<file path="config.mk">
export PLATFORM = sky130hd
export DESIGN_NAME = cps2Decoder
export DESIGN_NICKNAME = d
export VERILOG_FILES = /design/src/rtl/cps2Pkg.sv /design/src/rtl/cps2Decoder.sv /design/src/rtl/cps2FeistelRound.sv /design/src/rtl/cps2KeyLoader.sv /design/src/rtl/cps2OpcodeDecrypt.sv
export SDC_FILE = /design/constraint.sdc
export NUM_CORES = 1
export LEC_CHECK = 0
export BUFFER_PORTS_ARGS = -buffer_cell sky130_fd_sc_hd__buf_2
export CORE_ASPECT_RATIO = 0.9
export CORE_UTILIZATION = 55
export DETAILED_ROUTE_END_ITERATION = 10
export PLACE_DENSITY = 0.74
export SYNTH_ARGS = -nofsm -noshare
export SYNTH_HDL_FRONTEND = slang
export SYNTH_SLANG_ARGS = --single-unit
</file>
<file path="constraint.sdc">
create_clock -name clk -period 6 [get_ports clk]
set_clock_uncertainty 0.15 [all_clocks]
set_input_delay 0.3 -clock clk [delete_from_list [all_inputs] [get_ports clk]]
set_output_delay 0.3 -clock clk [all_outputs]
set_load 0.03 [all_outputs]
</file>
<file path="src/rtl/cps2Pkg.sv">
`default_nettype none

package cps2Pkg;

    localparam int KEY_BYTES = 20;                // Bytes sent per key load
    localparam int RAW_W     = KEY_BYTES * 8;     // Raw shift register width
    localparam int KEY_W     = 64;                // Cipher key width
    localparam int RNG_W     = 16;                // Address limit width
    localparam int SUM_W     = 12;                // Byte checksum width

    // One opcode word, seen whole or as the two Feistel halves
    typedef union packed {
        logic [15:0] word;                        // Whole fetched word
        struct packed {
            logic [7:0] hi;                       // Left half
            logic [7:0] lo;                       // Right half
        } half;
    } opWord_t;

    // Board bit shuffle from raw serial bits to config word
    // Each 16-bit group takes bits 15..10 and 7..0 of one raw halfword
    // plus two bits borrowed from the halfword below it
    function automatic logic [RAW_W-1:0] cps2Unscramble(input logic [RAW_W-1:0] raw);
        logic [RAW_W-1:0] cfg;
        int grp;
        int pos;
        int base;
        int prev;
        int src;
        cfg = '0;
        for (grp = 0; grp < RAW_W / 16; grp++) begin
            case (grp)                            // Key groups swap in pairs
                0:       base = 128;
                1:       base = 144;
                2:       base = 96;
                3:       base = 112;
                default: base = 16 * (9 - grp);   // Limit and upper key go in order
            endcase
            prev = (base + RAW_W - 8) % RAW_W;    // Wraps to the top byte for group 9
            for (pos = 0; pos < 16; pos++) begin  // pos 0 is the group MSB
                if (pos < 6)
                    src = base + 10 + pos;
                else if (pos < 14)
                    src = base + pos - 6;
                else
                    src = prev + pos - 14;
                cfg[16 * grp + 15 - pos] = raw[src];
            end
        end
        return cfg;
    endfunction

    // Checksums of key files from boards known to need no beta patch
    function automatic logic cps2KnownSum(input logic [SUM_W-1:0] sum);
        logic hit;
        case (sum)
            12'h7AC, 12'h7D9, 12'h6F3, 12'h6C2, 12'h4BA, 12'h5EB,
            12'h617, 12'h632, 12'h646, 12'h647, 12'h6C5, 12'h60E,
            12'h725, 12'h59F, 12'h6F8, 12'h743, 12'h70C, 12'h6F5,
            12'h6EB, 12'h683, 12'h51C, 12'h5F9, 12'h604, 12'h4C1,
            12'h741, 12'h76D, 12'h48B, 12'h6CB, 12'h63E, 12'h697,
            12'h5A1, 12'h5BF, 12'h34D, 12'h3CE, 12'h496, 12'h388,
            12'h4B9, 12'h6BB, 12'h5BB, 12'h628, 12'h4BD, 12'h4B5,
            12'h747, 12'h666, 12'h6C0, 12'h6CF, 12'h6ED, 12'h69C:
                hit = 1'b1;                       // Listed board
            default:
                hit = 1'b0;                       // Unknown, treat as beta
        endcase
        return hit;
    endfunction

endpackage

`default_nettype wire

</file>
<file path="src/rtl/cps2Decoder.sv">
`default_nettype none
`timescale 1ns/1ps

module cps2Decoder #(
    parameter int BETA_PATCH = 0,                 // Passed to the loader
    parameter int ADDR_W     = 24                 // Passed to the pipeline
) (
    input  wire                clk,
    input  wire                rst,
    input  wire  [7:0]         keyByte,           // Key load port
    input  wire                keyStrobe,
    input  wire                fetchValid,        // Opcode fetch port
    input  wire  [ADDR_W-1:0]  fetchAddr,
    input  wire  [15:0]        fetchData,
    output logic               opValid,           // Decrypted opcode, 2 cycles later
    output logic [15:0]        opData
);

    import cps2Pkg::*;

    logic [KEY_W-1:0] cipherKey;                  // Static while fetches run
    logic [RNG_W-1:0] addrLimit;

    cps2KeyLoader #(
        .BETA_PATCH (BETA_PATCH)
    ) u_loader (
        .clk       (clk),
        .rst       (rst),
        .keyByte   (keyByte),
        .keyStrobe (keyStrobe),
        .cipherKey (cipherKey),
        .addrLimit (addrLimit)
    );

    cps2OpcodeDecrypt #(
        .ADDR_W (ADDR_W)
    ) u_decrypt (
        .clk        (clk),
        .rst        (rst),
        .cipherKey  (cipherKey),
        .addrLimit  (addrLimit),
        .fetchValid (fetchValid),
        .fetchAddr  (fetchAddr),
        .fetchData  (fetchData),
        .opValid    (opValid),
        .opData     (opData)
    );

endmodule

`default_nettype wire

</file>
<file path="src/rtl/cps2FeistelRound.sv">
`default_nettype none
`timescale 1ns/1ps

module cps2FeistelRound (
    input  wire  cps2Pkg::opWord_t roundIn,       // Word entering the round
    input  wire  [7:0]             subKey,        // Round key byte
    output cps2Pkg::opWord_t       roundOut       // Word leaving the round
);

    logic [7:0] mixed;                            // Lo half whitened by the key
    logic [7:0] sumByte;                          // Key added back, wraps at 256
    logic [7:0] roundFn;                          // F output

    assign mixed   = roundIn.half.lo ^ subKey;
    assign sumByte = subKey + mixed;              // Carry out dropped
    assign roundFn = {sumByte[6:0], sumByte[7]};  // Rotate left by one

    // Halves swap every round
    assign roundOut.half.hi = roundIn.half.lo;
    assign roundOut.half.lo = roundIn.half.hi ^ roundFn;

endmodule

`default_nettype wire

</file>
<file path="src/rtl/cps2KeyLoader.sv">
`default_nettype none
`timescale 1ns/1ps

module cps2KeyLoader #(
    parameter int BETA_PATCH = 0                  // 1 forces low key bits on beta boards
) (
    input  wire                           clk,
    input  wire                           rst,
    input  wire  [7:0]                    keyByte,     // Serial key byte
    input  wire                           keyStrobe,   // Level, one byte per rising edge
    output logic [cps2Pkg::KEY_W-1:0]     cipherKey,
    output logic [cps2Pkg::RNG_W-1:0]     addrLimit
);

    import cps2Pkg::*;

    logic             strobeReg;                  // Strobe sampled once
    logic             strobeLast;                 // Previous sample for edge detect
    logic [7:0]       byteReg;                    // Byte sampled with strobeReg
    logic             byteTake;                   // Rising edge seen this cycle
    logic [RAW_W-1:0] rawKey;                     // Serial shift register
    logic [SUM_W-1:0] keySum;                     // Running byte sum
    logic             betaFlag;                   // Board not on known list
    logic [RAW_W-1:0] cfgWord;                    // Unscrambled configuration
    logic [KEY_W-1:0] betaMask;                   // Low key bits forced on beta

    assign byteTake = strobeReg & ~strobeLast;    // One pulse per strobe rise

    always_ff @(posedge clk or posedge rst) begin
        if (rst) begin
            strobeReg  <= 1'b0;
            strobeLast <= 1'b0;
        end else begin
            strobeReg  <= keyStrobe;
            strobeLast <= strobeReg;
        end
    end

    // Byte travels alongside strobeReg so both line up at the capture edge
    always_ff @(posedge clk) begin
        byteReg <= keyByte;
    end

    always_ff @(posedge clk or posedge rst) begin
        if (rst) begin
            rawKey <= '0;
            keySum <= '0;
        end else if (byteTake) begin
            rawKey <= {byteReg, rawKey[RAW_W-1:8]};              // New byte enters on top
            keySum <= keySum + {{(SUM_W-8){1'b0}}, byteReg};     // Modulo 4096
        end
    end

    // Checked every cycle, trails the checksum by one clock
    always_ff @(posedge clk or posedge rst) begin
        if (rst) begin
            betaFlag <= 1'b1;                     // No key yet counts as unknown
        end else begin
            betaFlag <= ~cps2KnownSum(keySum);
        end
    end

    assign cfgWord = cps2Unscramble(rawKey);      // Pure bit shuffle

    always_comb begin
        betaMask = '0;
        if (BETA_PATCH != 0)
            betaMask[9:0] = {10{betaFlag}};       // Only the low 10 bits
    end

    assign cipherKey = cfgWord[KEY_W-1:0] | betaMask;
    assign addrLimit = cfgWord[RAW_W-1 -: RNG_W];              // Top halfword of config

endmodule

`default_nettype wire

</file>
<file path="src/rtl/cps2OpcodeDecrypt.sv">
`default_nettype none
`timescale 1ns/1ps

module cps2OpcodeDecrypt #(
    parameter int ADDR_W = 24                     // Fetch address width, at least RNG_W
) (
    input  wire                           clk,
    input  wire                           rst,
    input  wire  [cps2Pkg::KEY_W-1:0]     cipherKey,   // Level from loader
    input  wire  [cps2Pkg::RNG_W-1:0]     addrLimit,   // Decrypt below this
    input  wire                           fetchValid,  // One-cycle fetch pulse
    input  wire  [ADDR_W-1:0]             fetchAddr,
    input  wire  [15:0]                   fetchData,   // Encrypted word
    output logic                          opValid,     // Two cycles after fetchValid
    output logic [15:0]                   opData
);

    import cps2Pkg::*;

    logic [7:0]  subKey [4];                      // One byte per round
    opWord_t     rIn    [4];                      // Round inputs
    opWord_t     rOut   [4];                      // Round outputs
    logic        inRange;                         // Fetch below the limit

    logic        s1Valid;                         // Stage 1 holds a word
    logic [15:0] s1Orig;                          // Untouched word for pass-through
    logic        s1InRange;
    opWord_t     s1Mid;                           // Half-decrypted word

    // Subkey k folds key byte k with key byte k+4
    for (genvar k = 0; k < 4; k++) begin : gSubKey
        assign subKey[k] = cipherKey[8*k +: 8] ^ cipherKey[8*(k+4) +: 8];
    end

    always_comb begin
        rIn[0].word = fetchData;                  // Stage 1 chain
        rIn[1]      = rOut[0];
        rIn[2]      = s1Mid;                      // Stage 2 chain
        rIn[3]      = rOut[2];
    end

    for (genvar r = 0; r < 4; r++) begin : gRound
        cps2FeistelRound u_round (
            .roundIn  (rIn[r]),
            .subKey   (subKey[r]),
            .roundOut (rOut[r])
        );
    end

    assign inRange = fetchAddr[ADDR_W-1 -: RNG_W] < addrLimit;   // Strict compare

    // Stage 1 control
    always_ff @(posedge clk or posedge rst) begin
        if (rst) begin
            s1Valid   <= 1'b0;
            s1InRange <= 1'b0;
        end else begin
            s1Valid   <= fetchValid;
            s1InRange <= fetchValid & inRange;
        end
    end

    // Stage 1 payload, loaded only on a fetch
    always_ff @(posedge clk) begin
        if (fetchValid) begin
            s1Orig <= fetchData;
            s1Mid  <= rOut[1];                    // After rounds 0 and 1
        end
    end

    // Stage 2 control
    always_ff @(posedge clk or posedge rst) begin
        if (rst)
            opValid <= 1'b0;
        else
            opValid <= s1Valid;
    end

    // Stage 2 payload, held between words
    always_ff @(posedge clk) begin
        if (s1Valid)
            opData <= s1InRange ? rOut[3].word : s1Orig;        // Out of range passes through
    end

endmodule

`default_nettype wire

</file>
==> reports/results.txt <==
The region available for standard cell placement spans 17700 µm². The number of buffers inserted by port buffering was 60. The number of nets in the synthesized netlist is 802. The clock input transition at the sequential cells of the worst setup and hold paths was 60 ps. The number of resized instances in the post-cts repair step came out at 0.

The number of stages on the worst hold path was 5; the final cell count without fillers was 1073. TritonCTS built the clock tree. The multi-input gate area in the final layout was 4020 µm²; the post-route clock period utilization was 58.0%.

The worst register-to-register path has a setup slack of 2520 ps. Across every metal layer, demand over resource in global routing totals 20.8%. For the max-cap violation count, the log shows 0.

Entering global routing, the biggest net connects 94 pins. The first global-routing pass estimated 29.7 mm of wire. The number of setup buffers added after CTS is 0. After detailed placement, the total cell area comes to 10500 µm². In this run the tightest slew margin relative to its limit is 28.0%. The number of cells produced by synthesis was 725.

The insertion delay to the later sink of the worst-skew pair was 510 ps. After detailed routing, the number of remaining DRC violations is 0. The final weighted congestion of routability-driven global placement was 0.881. The tools report the post-route cell area as 11500 µm². The detail route stage leaves a number of antenna-violating nets equal to 0. Largest incremental delay on the critical path: 470 ps. Including well taps, the total number of placed cells is 1005.

The length of the first detailed-routing pass in iterations is 5, and the worst path required time is 6100 ps. Summing over every cut layer, the via total after detailed routing is 5652. For this design the static power due to leakage is 5.04 nW. The tools report the final count of pins violating max slew as 0.

The floorplan die area came out at 18600 µm². Once detailed placement completed, the half-perimeter wirelength came to 12.4 mm. At the worst endpoint, the arrival time is 3570 ps. Counting flops and latches in the post-synthesis netlist gives 221. Total buffers and inverters traversed by the critical path: 0. After floorplanning, the core was divided into 46 placement rows. The H-tree depth is 1.

The average vias per placed instance was 5.27. The final layout contains routed wiring with a total length of 18.1 mm. The tools report the sink of the worst hold path as u_decrypt.s1InRange. On the critical path, the stage with the largest delay is an instance of sky130_fd_sc_hd__xnor2_1. Summing internal, switching and leakage power gives 0.00718 W.

The cell repeated most along the worst path is sky130_fd_sc_hd__xnor2_1. The startpoint identified for the worst hold timing path is fetchAddr[23]. Startpoint of the lowest-slack register-to-register path: u_loader.rawKey[104]. The top cell types in the final layout, fill and taps aside, are 165 x sky130_fd_sc_hd__dfrtp_1, 153 x sky130_fd_sc_hd__mux2_2, 60 x sky130_fd_sc_hd__buf_2. Global routing finished with a remaining overflow of 0. Class of the most critical setup path: flop to flop. The number of global-route vias before repair came out at 5851.

The library cell used most frequently in the layout, excluding fill and tap cells, is sky130_fd_sc_hd__dfrtp_1. The number of warning messages in the yosys log came out at 0. The total number of cells along the worst setup path was 10; the depth of the most critical reg-to-reg path was 10. The flow ran to the end, and the final reports show no timing, DRC or antenna violations.

Number of failing hold endpoints at the final stage: 0. Flip-flop cell with the highest count after synthesis: sky130_fd_sc_hd__dfrtp_1. The floorplan step set the die width to 144 µm. Counting the fill cells in the layout gives 1302.

The buffer levels on the longest clock path came out at 3. 0 antenna diodes ended up in the layout. The post-route setup TNS is 0 ps.

The share of post-route cells with drive strength above 1 works out to 31.9%. The sequential cells in the finished layout cover a total of 5730 µm². The run gives 1 as the number of antenna violations at the first check in global routing. The tools report the count of pins on the block boundary as 69.

Dividing total power by cell area gives a power density of 625 nW/µm². Of all flip-flops after synthesis, the portion carrying an async set or reset was 74.7%. The distinct cell type count after synthesis is 51. Setup repair after global routing left no endpoint under its margin. After detailed routing, the average wire length per cell comes to 16.9 µm. The clock buffer count from CTS is 23, and the floorplan die height is 130 µm. In the final design database the tool counted 893 nets. Setup violations remaining at the end of the flow were counted as 0. The count of clock tree sinks was 221. Prior to clock tree synthesis, the placed netlist has a worst setup slack of 2550 ps.

Sequential cells were found to cover 57.6% of the synthesized design area. STA classifies the critical path startpoint as a flop. In this run the critical register-to-register path is captured at u_decrypt.opData[0]. Setup slack after layout: 2520 ps.

Relative to the synthesized area, the layout overhead comes to 15.5%. Worst min-delay path category: input port to flop. The initial utilization of the core area, before any placement, comes to 56.3%. For the pin with the worst max-slew slack, the measured transition is 1080 ps. Static timing analysis puts the maximum clock frequency at 288 MHz. The root buffer cell chosen for the clock tree is sky130_fd_sc_hd__clkbuf_16.

Traced cell by cell, the critical path runs through xor2_2, ha_1, xor2_1, xnor2_1, xnor2_1, mux2_2, a211o_1, a211oi_2, or4_1, nand4_1. Post-route minimum period: 3480 ps. The synthesized netlist occupies a cell area of 9950 µm². The tools report the maximum ir drop on the vdd rail as 0.351 mV. Broken down by cell family, the worst path's largest delay share belongs to XOR/XNOR gates. The starting DRC count in detailed routing is 345.

The average instance in the mapped netlist occupies 13.7 µm². The maximum fanout encountered on the critical timing path came out at 5. The sort of element at the end of the critical path was a flop. The number of enable-type register cells in the synthesized netlist came out at 48.
==> flip-flops by register name, summed over array words and instances, names as in the netlist <==
name / cells
u_loader.strobeLast: 1
u_loader.strobeReg: 1
u_decrypt.s1Mid: 16
u_loader.rawKey: 160
u_loader.byteReg: 8
u_decrypt.s1InRange: 1
u_decrypt.opData: 16
u_decrypt.opValid: 1
u_decrypt.s1Valid: 1
u_decrypt.s1Orig: 16
==> worst reg2reg max path, cell delays in order, from the launching register on <==
cell and delay, ps:
sky130_fd_sc_hd__dfrtp_1 430, sky130_fd_sc_hd__xor2_2 280, sky130_fd_sc_hd__ha_1 290, sky130_fd_sc_hd__xor2_1 170, sky130_fd_sc_hd__xnor2_1 140, sky130_fd_sc_hd__xnor2_1 470
sky130_fd_sc_hd__mux2_2 420, sky130_fd_sc_hd__a211o_1 310, sky130_fd_sc_hd__a211oi_2 320, sky130_fd_sc_hd__or4_1 170, sky130_fd_sc_hd__nand4_1 80
==> cells by family after synthesis <==
family | count (synthesis) | synth area share, %
XOR/XNOR | 97 | 9.43
flip-flops | 221 | 57.6
adder cells (fa/ha/maj) | 25 | 3.14
AND/OR/NAND/NOR | 95 | 4.78
buffers and inverters | 55 | 2.07
multiplexers | 158 | 17.8
AO/OA/AOI/OAI | 74 | 5.16
==> worst max-delay path by stage <==
stage,startpoint,endpoint,slack (ps)
6_report,u_loader.rawKey[104],u_decrypt.opData[0],2520
5_1_grt,u_loader.rawKey[104],u_decrypt.opData[0],2390
4_1_cts,u_loader.rawKey[104],u_decrypt.opData[0],2520
3_5_place_dp,u_loader.rawKey[104],u_decrypt.opData[0],2550
3_3_place_gp,u_loader.rawKey[104],u_decrypt.opData[0],2600
2_1_floorplan,rst,u_decrypt.opValid,1090
==> per-layer routing <==
metal | wire (µm) | global-route usage [%] | vias to the layer above
met1 | 8480 | 29.9 | 2800
met2 | 8270 | 33.0 | 111
met4 | 371 | 5.32 | 0
met5 | 0 | 0 | -
li1 | - | - | 2716
met3 | 1010 | 3.51 | 25
==> cell usage after synthesis (8+ instances only) <==
cell type / instances / area, µm²
sky130_fd_sc_hd__a21oi_1: 17 / 85.1
sky130_fd_sc_hd__clkbuf_1: 22 / 82.6
sky130_fd_sc_hd__dfrtp_1: 165 / 4130
sky130_fd_sc_hd__dfxtp_1: 8 / 160
sky130_fd_sc_hd__edfxtp_1: 48 / 1440
sky130_fd_sc_hd__ha_1: 25 / 313
sky130_fd_sc_hd__inv_1: 31 / 116
sky130_fd_sc_hd__mux2_2: 153 / 1720
sky130_fd_sc_hd__nand2_1: 27 / 101
sky130_fd_sc_hd__nand2b_1: 12 / 75.1
sky130_fd_sc_hd__nor2_1: 26 / 97.6
sky130_fd_sc_hd__o21ai_0: 23 / 115
sky130_fd_sc_hd__xnor2_1: 55 / 482
sky130_fd_sc_hd__xor2_1: 32 / 280
==> report_power, final <==
| group | switching [W] | internal, W | total [W] |
|---|---|---|---|
| clock | 0.000555 | 0.000797 | 0.00135 |
| sequential | 0.000346 | 0.00214 | 0.00249 |
| combinational | 0.00171 | 0.00163 | 0.00334 |
| total | 0.00261 | 0.00457 | 0.00718 |
==> layout make-up <==
cell class                 count  share of cell area (%)
clock buffer                  38                    6.12
inverter                      31                    1.06
tap                          240                    2.61
multi-input combinational    449                    35.0
timing repair buffer          90                    5.14
sequential                   221                    49.9
clock inverter                 4                   0.185
==> through the flow <==
stage | utilization [%] | hold slack, ps
2_1_floorplan | - | 178
3_3_place_gp | 59.4 | 216
3_5_place_dp | 59.4 | 225
4_1_cts | 65.0 | 95.5
5_1_grt | 65.0 | 137
6_report | 65.0 | 97.8
==> timing repair <==
action / 4_1_cts / 5_1_grt
endpoints found under the setup margin: 0 / 0
hold endpoints to repair: 117 / 0
hold buffers: 26 / 0
No activity file was read; power rests on OpenSTA's default activity.
